## config.mk

```make
export PLATFORM = sky130hd
export DESIGN_NAME = pcx_xbar
export DESIGN_NICKNAME = d
export VERILOG_FILES = /design/src/pcx_pkg.sv /design/src/pcx_arb_if.sv /design/src/pcx_xbar.sv /design/src/pcx_dp_mux.sv /design/src/pcx_arb.sv /design/src/pcx_queue.sv
export VERILOG_INCLUDE_DIRS = /design/src /design/src/src
export SDC_FILE = /design/constraint.sdc
export NUM_CORES = 1
export LEC_CHECK = 0
export BUFFER_PORTS_ARGS = -buffer_cell sky130_fd_sc_hd__clkbuf_2
export CAP_MARGIN = 5
export CELL_PAD_IN_SITES_DETAIL_PLACEMENT = 0
export CELL_PAD_IN_SITES_GLOBAL_PLACEMENT = 1
export CORE_MARGIN = 8
export CORE_UTILIZATION = 27
export CTS_CLUSTER_DIAMETER = 100
export CTS_CLUSTER_SIZE = 10
export DETAILED_ROUTE_END_ITERATION = 12
export GPL_ROUTABILITY_DRIVEN = 0
export PLACE_DENSITY_LB_ADDON = 0.1
export SYNTH_ARGS = -nofsm -noshare
export SYNTH_HDL_FRONTEND = slang
export SYNTH_SLANG_ARGS = --single-unit
```

## constraint.sdc

```tcl
create_clock -name clk -period 3.9 [get_ports clk]
set_input_delay 0.585 -clock clk [delete_from_list [all_inputs] [get_ports clk]]
set_output_delay 0.585 -clock clk [all_outputs]
set_load 0.03 [all_outputs]
```

## src/pcx_defines.svh

```systemverilog
`ifndef PCX_DEFINES_SVH
`define PCX_DEFINES_SVH

// Number of cores driving the crossbar
`define PCX_N_SRC 3

// Number of cache banks on the far side
`define PCX_N_DST 2

// Packet payload word
`define PCX_DATA_W 32

// Entries per queue, core side and bank side alike
`define PCX_QUEUE_DEPTH 2

`endif
```

## src/pcx_pkg.sv

```systemverilog
`include "pcx_defines.svh"

package pcx_pkg;

   // Core index, wide enough for PCX_N_SRC cores
   typedef logic [1:0] pcx_src_t;

   // Cache bank index
   typedef logic pcx_dst_t;

   // Packet as submitted by a core
   typedef struct packed {
      pcx_dst_t                dst;
      logic                    atom;
      logic [`PCX_DATA_W-1:0]  data;
   } pcx_pkt_t;

   // Packet as delivered to a bank, tagged with its source core
   typedef struct packed {
      pcx_src_t                src;
      logic                    atom;
      logic [`PCX_DATA_W-1:0]  data;
   } pcx_out_t;

endpackage

```

## src/pcx_arb_if.sv

```systemverilog
`include "pcx_defines.svh"

// Request and grant lines between the datapath and one bank arbiter
interface pcx_arb_if;

   // One bit per core
   logic [`PCX_N_SRC-1:0] req;
   logic [`PCX_N_SRC-1:0] atom;

   // Bank output queue can take a packet this cycle
   logic                  room;

   // One-hot, at most one core per cycle
   logic [`PCX_N_SRC-1:0] grant;

   modport datapath (output req, output atom, output room, input grant);

   modport arbiter (input req, input atom, input room, output grant);

endinterface

```

## src/pcx_xbar.sv

```systemverilog
`include "pcx_defines.svh"

module pcx_xbar import pcx_pkg::*; (
   input  logic                   clk,
   input  logic                   rst_n,

   // Core side
   input  logic [`PCX_N_SRC-1:0]  src_valid,
   output logic [`PCX_N_SRC-1:0]  src_ready,
   input  pcx_dst_t               src_dest [`PCX_N_SRC],
   input  logic [`PCX_N_SRC-1:0]  src_atom,
   input  logic [`PCX_DATA_W-1:0] src_data [`PCX_N_SRC],

   // Bank side
   output logic [`PCX_N_DST-1:0]  dst_valid,
   input  logic [`PCX_N_DST-1:0]  dst_ready,
   output pcx_src_t               dst_src [`PCX_N_DST],
   output logic [`PCX_N_DST-1:0]  dst_atom,
   output logic [`PCX_DATA_W-1:0] dst_data [`PCX_N_DST]
);

   logic [`PCX_N_SRC-1:0] core_full;
   logic [`PCX_N_SRC-1:0] core_head_valid;
   logic [`PCX_N_SRC-1:0] core_pop;
   pcx_pkt_t              core_in [`PCX_N_SRC];
   pcx_pkt_t              core_head [`PCX_N_SRC];

   logic [`PCX_N_DST-1:0] bank_full;
   logic [`PCX_N_DST-1:0] bank_push;
   logic [`PCX_N_DST-1:0] bank_pop;
   pcx_out_t              bank_in [`PCX_N_DST];
   pcx_out_t              bank_head [`PCX_N_DST];

   pcx_arb_if arb_if [`PCX_N_DST] ();

   //////////////////////////////////////////////////
   // Core queues
   //////////////////////////////////////////////////

   for (genvar s = 0; s < `PCX_N_SRC; s++) begin : g_core
      assign core_in[s]   = '{dst: src_dest[s], atom: src_atom[s], data: src_data[s]};
      assign src_ready[s] = !core_full[s];

      pcx_queue #(.payload_t(pcx_pkt_t)) core_q (
         .clk        (clk),
         .rst_n      (rst_n),
         .push       (src_valid[s]),
         .push_data  (core_in[s]),
         .full       (core_full[s]),
         .pop        (core_pop[s]),
         .head_valid (core_head_valid[s]),
         .head       (core_head[s])
      );
   end

   //////////////////////////////////////////////////
   // Bank arbiters and output queues
   //////////////////////////////////////////////////

   for (genvar b = 0; b < `PCX_N_DST; b++) begin : g_bank
      pcx_arb bank_arb (
         .clk   (clk),
         .rst_n (rst_n),
         .arb   (arb_if[b])
      );

      assign bank_pop[b] = dst_valid[b] && dst_ready[b];

      pcx_queue #(.payload_t(pcx_out_t)) bank_q (
         .clk        (clk),
         .rst_n      (rst_n),
         .push       (bank_push[b]),
         .push_data  (bank_in[b]),
         .full       (bank_full[b]),
         .pop        (bank_pop[b]),
         .head_valid (dst_valid[b]),
         .head       (bank_head[b])
      );

      assign dst_src[b]  = bank_head[b].src;
      assign dst_atom[b] = bank_head[b].atom;
      assign dst_data[b] = bank_head[b].data;
   end

   pcx_dp_mux dp (
      .head_valid (core_head_valid),
      .head       (core_head),
      .pop        (core_pop),
      .full       (bank_full),
      .push       (bank_push),
      .push_data  (bank_in),
      .arb        (arb_if)
   );

endmodule

```

## src/pcx_dp_mux.sv

```systemverilog
`include "pcx_defines.svh"

module pcx_dp_mux import pcx_pkg::*; (
   // Core queue heads
   input  logic [`PCX_N_SRC-1:0] head_valid,
   input  pcx_pkt_t              head [`PCX_N_SRC],
   output logic [`PCX_N_SRC-1:0] pop,

   // Bank queue inputs
   input  logic [`PCX_N_DST-1:0] full,
   output logic [`PCX_N_DST-1:0] push,
   output pcx_out_t              push_data [`PCX_N_DST],

   // One arbiter per bank
   pcx_arb_if.datapath           arb [`PCX_N_DST]
);

   // Grants of every bank, indexed [bank][core]
   logic [`PCX_N_SRC-1:0] grant [`PCX_N_DST];

   //////////////////////////////////////////////////
   // Per bank request decode and packet select
   //////////////////////////////////////////////////

   for (genvar b = 0; b < `PCX_N_DST; b++) begin : g_bank

      // A head requests only the bank it addresses
      for (genvar s = 0; s < `PCX_N_SRC; s++) begin : g_src
         assign arb[b].req[s]  = head_valid[s] && (head[s].dst == pcx_dst_t'(b));
         assign arb[b].atom[s] = head[s].atom;
      end

      assign arb[b].room = !full[b];
      assign grant[b]    = arb[b].grant;
      assign push[b]     = |grant[b];

      // One-hot select, tag with source index
      always_comb begin
         push_data[b] = '0;
         for (int s = 0; s < `PCX_N_SRC; s++) begin
            if (grant[b][s]) begin
               push_data[b].src  = pcx_src_t'(s);
               push_data[b].atom = head[s].atom;
               push_data[b].data = head[s].data;
            end
         end
      end
   end

   //////////////////////////////////////////////////
   // Core pops
   //////////////////////////////////////////////////

   // A head targets a single bank, so at most one grant per core
   always_comb begin
      pop = '0;
      for (int b = 0; b < `PCX_N_DST; b++) begin
         pop = pop | grant[b];
      end
   end

endmodule

```

## src/pcx_arb.sv

```systemverilog
`include "pcx_defines.svh"

module pcx_arb import pcx_pkg::*; (
   input  logic        clk,
   input  logic        rst_n,
   pcx_arb_if.arbiter  arb
);

   //////////////////////////////////////////////////
   // State
   //////////////////////////////////////////////////

   // First core to be considered in the next round
   pcx_src_t ptr;

   // Atomic pair in flight, bank reserved for lock_src
   logic     lock_valid;
   pcx_src_t lock_src;

   pcx_src_t win_idx;
   logic     win_found;
   logic     take;

   //////////////////////////////////////////////////
   // Winner selection
   //////////////////////////////////////////////////

   always_comb begin
      int idx;
      win_found = 1'b0;
      win_idx   = '0;
      // Rotating scan starting at ptr
      for (int i = 0; i < `PCX_N_SRC; i++) begin
         idx = (int'(ptr) + i) % `PCX_N_SRC;
         if (!win_found && arb.req[idx]) begin
            win_found = 1'b1;
            win_idx   = pcx_src_t'(idx);
         end
      end
      // Only the locked core may win while a pair is open
      if (lock_valid) begin
         win_found = arb.req[lock_src];
         win_idx   = lock_src;
      end
   end

   // No grant without room in the bank queue
   assign take = win_found && arb.room;

   always_comb begin
      for (int s = 0; s < `PCX_N_SRC; s++) begin
         arb.grant[s] = take && (win_idx == pcx_src_t'(s));
      end
   end

   //////////////////////////////////////////////////
   // Pointer and lock update
   //////////////////////////////////////////////////

   always_ff @(posedge clk or negedge rst_n) begin
      if (!rst_n) begin
         ptr        <= '0;
         lock_valid <= 1'b0;
         lock_src   <= '0;
      end else if (take) begin
         ptr <= (win_idx == pcx_src_t'(`PCX_N_SRC - 1)) ? '0 : pcx_src_t'(win_idx + 1'b1);
         // An atomic grant opens the lock, the follower closes it again
         lock_valid <= arb.atom[win_idx];
         lock_src   <= win_idx;
      end
   end

endmodule

```

## src/pcx_queue.sv

```systemverilog
`include "pcx_defines.svh"

module pcx_queue import pcx_pkg::*; #(
   parameter type         payload_t = pcx_pkt_t,
   parameter int unsigned depth     = `PCX_QUEUE_DEPTH
) (
   input  logic     clk,
   input  logic     rst_n,
   input  logic     push,
   input  payload_t push_data,
   output logic     full,
   input  logic     pop,
   output logic     head_valid,
   output payload_t head
);

   localparam int unsigned ptr_w = (depth > 1) ? $clog2(depth) : 1;
   localparam int unsigned cnt_w = $clog2(depth + 1);

   payload_t         mem [depth];
   logic [ptr_w-1:0] wr_ptr;
   logic [ptr_w-1:0] rd_ptr;
   logic [cnt_w-1:0] count;
   logic             do_push;
   logic             do_pop;

   // Circular pointer advance, depth need not be a power of two
   function automatic logic [ptr_w-1:0] ptr_next(input logic [ptr_w-1:0] p);
      return (p == ptr_w'(depth - 1)) ? '0 : p + 1'b1;
   endfunction

   assign full       = (count == cnt_w'(depth));
   assign head_valid = (count != '0);
   assign head       = mem[rd_ptr];

   // Push when full is dropped, pop on empty is ignored
   assign do_push = push && !full;
   assign do_pop  = pop && head_valid;

   always_ff @(posedge clk) begin
      if (do_push) begin
         mem[wr_ptr] <= push_data;
      end
   end

   always_ff @(posedge clk or negedge rst_n) begin
      if (!rst_n) begin
         wr_ptr <= '0;
         rd_ptr <= '0;
         count  <= '0;
      end else begin
         if (do_push) wr_ptr <= ptr_next(wr_ptr);
         if (do_pop)  rd_ptr <= ptr_next(rd_ptr);
         case ({do_push, do_pop})
            2'b10:   count <= count + 1'b1;
            2'b01:   count <= count - 1'b1;
            default: count <= count;
         endcase
      end
   end

endmodule

```

# Word-level counts from Yosys, hierarchy flattened
# Memories as Yosys holds them, arrays and structs flattened.
# Index checks and enable logic that the tools add are counted.
[word_totals] ff_bits=30 latchBits=0 mem_bits_rw=344 mem_bits_ro=0 inputBits=109 out_inout_bits=75 n_memories=5
[classes] n_addsub=26 mul=0 n_div=6 n_lt_le_gt_ge=10 eq_ne=19 n_shift=0 n_mux=75 bitwise=4 reduce_logical=53
[memory_table] name="g_bank[0].bank_q.mem" words=2 word_bits=35 read_ports=1 rd_ports_with_merged_regs=0 wr=1 line="pcx_queue.sv:20" source="payload_t mem [depth];"
[memory_table] name="g_bank[1].bank_q.mem" words=2 word_bits=35 read_ports=1 rd_ports_with_merged_regs=0 wr=1 line="pcx_queue.sv:20"
[memory_table] name="g_core[0].core_q.mem" words=2 word_bits=34 read_ports=1 rd_ports_with_merged_regs=0 wr=1 line="pcx_queue.sv:20"
[memory_table] name="g_core[1].core_q.mem" words=2 word_bits=34 read_ports=1 rd_ports_with_merged_regs=0 wr=1 line="pcx_queue.sv:20"
[memory_table] name="g_core[2].core_q.mem" words=2 word_bits=34 read_ports=1 rd_ports_with_merged_regs=0 wr=1 line="pcx_queue.sv:20"
[ops] cell="less-than comparator 32 x 4 -> 1 bit, second input constant" count=6
[ops] cell="two-way mux 35 bit" count=4
[ops] cell="modulo 32 x 3 -> 32 bit, second input constant" count=4
[ops] cell="two-way mux 33 bit" count=2
[ops] cell="modulo 3 x 3 -> 32 bit, second input constant" count=2
[ops] cell="two-way mux 1 bit" count=44
[ops] cell="logical AND 1 bit" count=30
[ops] cell="== test 2 bit, second input constant" count=12
[ops] cell="binary-select mux 1 bit (select 2 bit)" count=10
[ops] cell="two-way mux 2 bit" count=10
[ops] cell="case mux 2 bit (2 select lines)" count=5
[ops] cell="nonzero test 2 bit" count=10
[ops] cell="adder 2 x 1 -> 2 bit, second input constant" count=7
[ops] cell="== test 2 x 1 -> 1 bit, second input constant" count=7
[ops] cell="less-than comparator 2 x 3 -> 1 bit, second input constant" count=4
[ops] cell="adder 1 bit, second input constant" count=10
[ops] cell="subtractor 2 x 1 -> 2 bit, second input constant" count=5
[ops] cell="logical NOT 1 bit" count=9
[ops] cell="adder 2 x 1 -> 3 bit, second input constant" count=2
[ops] cell="adder 2 x 2 -> 3 bit, second input constant" count=2
[ops] cell="OR reduction 3 bit" count=2
[ops] cell="logical NOT 2 bit" count=2
[ops] cell="NOT 1 bit" count=3
[ops] cell="bitwise OR 3 bit" count=1

# Logic depth before layout (Yosys ltp)
# An unclocked memory read counts as a cell.
[depth] word_depth=20 mapped_depth=15 mapped_depth_nobuf=13

# Modules after synthesis
# Synthesis repeated with hierarchy kept, for this count alone.
[unflattened] cells_unflattened=1100 area_unflattened_um2=16602.2
[by_module_without_submodules] mod="pcx_queue at g_bank[0].bank_q ..." n_inst=2 cells_per_inst=127 area_per_inst_um2=2747.6
[by_module_without_submodules] mod="pcx_queue at g_core[0].core_q ..." n_inst=2 cells_per_inst=124 area_per_inst_um2=2668.8
[by_module_without_submodules] mod="pcx_queue at g_core[2].core_q" n_inst=1 cells_per_inst=124 area_per_inst_um2=2676.3
[by_module_without_submodules] mod="pcx_dp_mux" n_inst=1 cells_per_inst=323 area_per_inst_um2=1913.1
[by_module_without_submodules] mod="pcx_arb" n_inst=2 cells_per_inst=73 area_per_inst_um2=578.1
[by_module_without_submodules] mod="pcx_xbar" n_inst=1 cells_per_inst=5 area_per_inst_um2=23.8

# Worst setup path after synthesis
# OpenSTA, ideal clock, no wires.
[synth_path] kind="register to register" startpoint="register g_bank[1].bank_arb.ptr[0]" endpoint="memory g_bank[1].bank_q.mem[0][0] in the netlist's numbering (enable)" setup_time_ns=0.427 arrival_time_ns=3.307 slack_ns=0.166 path_stages_with_launch=8 path_buffers=0 period_less_slack_ns=3.734 path_cell_list="dfrtp_1 inv_1 ha_1 or4_1 and3_1 nand3b_1 nand2_1 nor2_1"
[synth_between] elab_chain_len=18
[synth_rtl] item="from (decl)" line="pcx_arb.sv:14" source="pcx_src_t ptr;"
[synth_rtl] item="from (signal assigned)" line="pcx_arb.sv:66" source="ptr <= (win_idx == pcx_src_t'(`PCX_N_SRC - 1)) ? '0 : pcx_src_t'(win_idx + 1'b1);"
[synth_rtl] item="parallel branches: the longest is 14 deep, another holds modulo 32 x 3 -> 32 bit"
[synth_rtl] item="OR reduction 3 bit *" line="pcx_dp_mux.sv:35" source="assign push[b] = |grant[b];"
[synth_rtl] item="logical AND 1 bit *" line="pcx_queue.sv:37" source="assign do_push = push && !full;"
[synth_rtl] item="two-way mux 1 bit *" line="pcx_queue.sv:41" source="if (do_push) begin"
[synth_rtl] item="two-way mux 1 bit (not written as such) *" line="pcx_queue.sv:42" source="mem[wr_ptr] <= push_data;"
[synth_rtl] item="to (decl)" line="pcx_queue.sv:20"
# Every way passes the cells marked *. The select of a mux whose other input is x is not followed.

# Worst setup path in the final report
[layout_path] startpoint="register g_core[2].core_q.rd_ptr" endpoint="register g_core[0].core_q.count[1]"
[layout_between] elab_chain_len=20
[layout_rtl] item="from (decl)" line="pcx_queue.sv:22" source="logic [ptr_w-1:0] rd_ptr;"
[layout_rtl] item="from (signal assigned)" line="pcx_queue.sv:53" source="if (do_pop) rd_ptr <= ptr_next(rd_ptr);"
[layout_rtl] item="memory read (2 x 34 bit) *"
[layout_rtl] item="NOT 1 bit" line="pcx_dp_mux.sv:29" source="assign arb[b].req[s] = head_valid[s] && (head[s].dst == pcx_dst_t'(b));"
[layout_rtl] item="logical AND 1 bit" line="pcx_dp_mux.sv:29"
[layout_rtl] item="binary-select mux 1 bit (select 2 bit)" line="pcx_arb.sv:35" source="if (!win_found && arb.req[idx]) begin"
[layout_rtl] item="two-way mux 1 bit (not written as such) (2 in a row)" line="pcx_arb.sv:35"
[layout_rtl] item="two-way mux 1 bit" line="pcx_arb.sv:35"
[layout_rtl] item="logical NOT 1 bit" line="pcx_arb.sv:35"
[layout_rtl] item="logical AND 1 bit" line="pcx_arb.sv:35"
[layout_rtl] item="(+4 left out)"
[layout_rtl] item="two-way mux 2 bit or two-way mux 1 bit (tied branches)" line="pcx_arb.sv:41" source="if (lock_valid) begin"
[layout_rtl] item="logical NOT 2 bit or logical AND 1 bit (tied branches)" line="pcx_arb.sv:52, pcx_arb.sv:48"
[layout_rtl] item="logical AND 1 bit" line="pcx_arb.sv:52" source="arb.grant[s] = take && (win_idx == pcx_src_t'(s));"
[layout_rtl] item="bitwise OR 3 bit *" line="pcx_dp_mux.sv:58" source="pop = pop | grant[b];"
[layout_rtl] item="logical AND 1 bit *" line="pcx_queue.sv:38" source="assign do_pop = pop && head_valid;"
[layout_rtl] item="named net g_core[0].core_q.do_pop" line="pcx_queue.sv:25" source="logic do_pop;"
[layout_rtl] item="== test 2 x 1 -> 1 bit or == test 2 bit (tied branches)" line="pcx_queue.sv:54" source="case ({do_push, do_pop})"
[layout_rtl] item="case mux 2 bit (2 select lines) or nonzero test 2 bit (tied branches)"
[layout_rtl] item="to (signal assigned)" line="pcx_queue.sv:55" source="2'b10: count <= count + 1'b1;"
[layout_rtl] item="to (signal assigned)" line="pcx_queue.sv:56" source="2'b01: count <= count - 1'b1;"
[layout_rtl] item="to (signal assigned)" line="pcx_queue.sv:57" source="default: count <= count;"
[layout_rtl] item="to (decl)" line="pcx_queue.sv:23" source="logic [cnt_w-1:0] count;"
# The timed path passes the listed nets; every way through them passes the cells marked *. The select of a mux whose other input is x is not followed.
# A chain may end at the register's enable or synchronous reset.

==> impl_metrics.tcl <==
set metrics [dict create \
    nNetsFinal 1237 \
    critPathMaxStageDelay_ns 0.49 \
    cp.arrival_ns 3.78 \
    via_count 8686 \
    grt_pass1_vias 9533 \
    grt_antenna_before_repair 2 \
    synth_fp_nets 1026 \
    ys_warn_count 0 \
    hp-class "in2async" \
    finalSetupTns_ns 0 \
    critical_path.startpoint_type "flip-flop" \
    setup_viol 0 \
    core_area_mm2 0.0574 \
    syn_inst 906 \
    drc 0 \
    avgSynthCellArea_um2 17.2 \
    max_slew_margin_pct 30.3 \
    viasPerCell 4.58 \
    worst-setup-path-type "reg2reg" \
    finalClockSkew_ns 0.0218 \
    dieArea_mm2 0.0656 \
    critPathCaptureType "flip-flop" \
    io_buffers 183 \
    dieHeight_um 256 \
    hold_buffers 0 \
    synth.ff_latch_count 374 \
    drtAntennaViolNets 0 \
    yosysUniqueCellTypes 59 \
    ys_seq_area_share_pct 71.1 \
    num_io_pins 184 \
    h-tree-depth 2 \
    drive_gt1_share_pct 38.0 \
    yosysTopAreaCellShare_pct 66.3 \
    fill_cells 5638 \
    diodes 0 \
    synth.most_common_cell "edfxtp_1" \
    areaGrowthSynthToFinish_pct 20.5 \
    fp.dieW_um 256 \
    max_freq_mhz 303 \
    final-hold-violation-count 0 \
    min_period_over_period_pct 84.7 \
    synthArstFlopShare_pct 8.02 \
    clock_path_buffers 3 \
    post-route-util_pct 32.7 \
    worst_slew_pin_slew_ns 1.04 \
    routed_wl_um 46500 \
    worstPathMaxFanout 13 \
    rsz0062_at_grt "false" \
    clockRootBuffer "clkbuf_16" \
    cts_sinks 374 \
    drt_pass1_iterations 4 \
    initial_core_util_pct 27.1 \
    grt_pass1_wl_um 67000 \
    rows 88 \
    wire_per_inst_um 24.5 \
    numCtsBuffers 43 \
    overflow 0 \
    cp_cell_sequence "mux2_1, or4_1, a41o_1, a31o_1, or2_2, o22ai_4, ha_1, nor2_1, xor2_1" \
    clkTransAtPathRegs_ns 0.06 \
    min_period_ns 3.30 \
    r2r_cells 9 \
    grt_max_degree 35 \
    cts_tree "built" \
    ys_dominant_reg_cell "edfxtp_1" \
    outcome "complete, no violations" \
    syn_area_mm2 0.0156 \
    synth_commonest_cells "edfxtp_1 (344), mux2_2 (137), mux2i_1 (101)" \
    cts_resized 0 \
    synth_largest_area_cell "edfxtp_1" \
    cts_setup_buffers 0 \
    synthTopCellsByArea "edfxtp_1 (66%), mux2_2 (9.9%), mux2i_1 (6.5%), dfrtp_1 (4.8%), o22ai_1 (2.6%)" \
    slowest_stage "or2_2" \
    hold_slack_ns 0.133 \
    clk_latency_ns 0.57 \
    dpl.hpwl_um 31200 \
    required_ns 4.38 \
    gr-usage-all-layers_pct 14.0 \
    synth_edf_count 344 \
    maxCapViolCount 0 \
    drv_slew 0 \
    drt-initial-drc-count 399 \
]
## per-layer routing
layer | GRT usage, % | up-vias | share of wire, %
li1 | - | 3983 | -
met4 | 4.30 | 0 | 2.2
met3 | 2.45 | 68 | 3.8
met5 | 0 | - | 0
met1 | 17.0 | 4452 | 43
met2 | 25.0 | 183 | 51
## layout by cell type (no fill, tap or decap), types with 3 or more instances in the layout
master	Yosys	routed
nor2_1	17	11
mux2i_1	101	101
or4_1	3	3
nor4_1	7	7
dfrtp_2	0	4
edfxtp_1	344	344
clkbuf_16	0	45
nor3_1	5	5
buf_4	4	30
nand2b_1	9	8
and2_1	4	4
nor2b_1	5	5
a21o_1	5	5
nand3_1	5	3
nand2_1	12	12
nor2_4	0	6
or2_2	6	7
o22ai_1	65	65
and3_1	9	4
xnor2_1	16	16
dfrtp_1	30	25
nand3b_1	3	3
o211ai_1	3	3
inv_1	12	12
o21ai_0	3	3
buf_12	0	3
clkbuf_1	20	13
and3_2	0	4
xor2_1	9	9
clkbuf_2	0	183
mux2_2	137	137
ha_1	11	11
## cells by family after synthesis
family	count (synthesis)	synth area share (%)
AO/OA/AOI/OAI	102	4.52
XOR/XNOR	25	1.41
adder cells (fa/ha/maj)	11	0.884
buffers and inverters	62	2.15
flip-flops	374	71.1
multiplexers	241	16.7
AND/OR/NAND/NOR	91	3.23
## critical path: cells and delay by family (launching register included)
kind	cells	cell delay, ns
simple gates	3	1.08
compound gates	3	0.76
flops	1	0.48
mux	1	0.48
fa+ha+maj	1	0.28
xor+xnor	1	0.15
## through the flow
step	instances	area (µm²)	worst slack, ns
2_1_floorplan	906	15600	0.166
3_3_place_gp	1837	17500	0.627
3_5_place_dp	1837	17500	0.594
4_1_cts	1898	18800	0.574
5_1_grt	1898	18800	0.398
6_report	1898	18800	0.596
## flip-flops by register name, indices dropped and copies added (netlist names), 3 cells and up
| name | count |
|---|---|
| g_bank.bank_q.count | 4 |
| g_bank.bank_arb.ptr | 4 |
| g_core.core_q.wr_ptr | 3 |
| g_bank.bank_arb.lock_src | 4 |
| g_bank.bank_q.mem | 140 |
| g_core.core_q.mem | 204 |
| g_core.core_q.rd_ptr | 3 |
| g_core.core_q.count | 6 |
## area by class of cell
cell class                 count  area [µm²]  share of cell area [%]
tap                          765         957                    5.10
timing repair buffer         216        1200                    6.40
sequential                   374       11100                    59.1
clock buffer                  59        1190                    6.33
inverter                      12        45.0                   0.240
clock inverter                 2        50.0                   0.267
multi-input combinational    470        4230                    22.6
## final timing paths
kind                                            from                           to  slack [ns]
setup reg to reg             g_core[2].core_q.rd_ptr    g_core[0].core_q.count[1]        0.60
min in group clk                        src_data[25]  g_core[2].core_q.mem[0][25]        0.21
hold reg to reg            g_bank[1].bank_q.count[1]    g_bank[1].bank_q.count[1]        0.50
setup / recovery             g_core[2].core_q.rd_ptr    g_core[0].core_q.count[1]        0.60
max in group asynchronous                      rst_n      g_core[2].core_q.rd_ptr        3.12
hold / removal                                 rst_n    g_core[0].core_q.count[0]        0.13
Power is left out: the tool's default activity adds up to more than one toggle a clock period on the data nets, which glitch-free logic cannot reach.
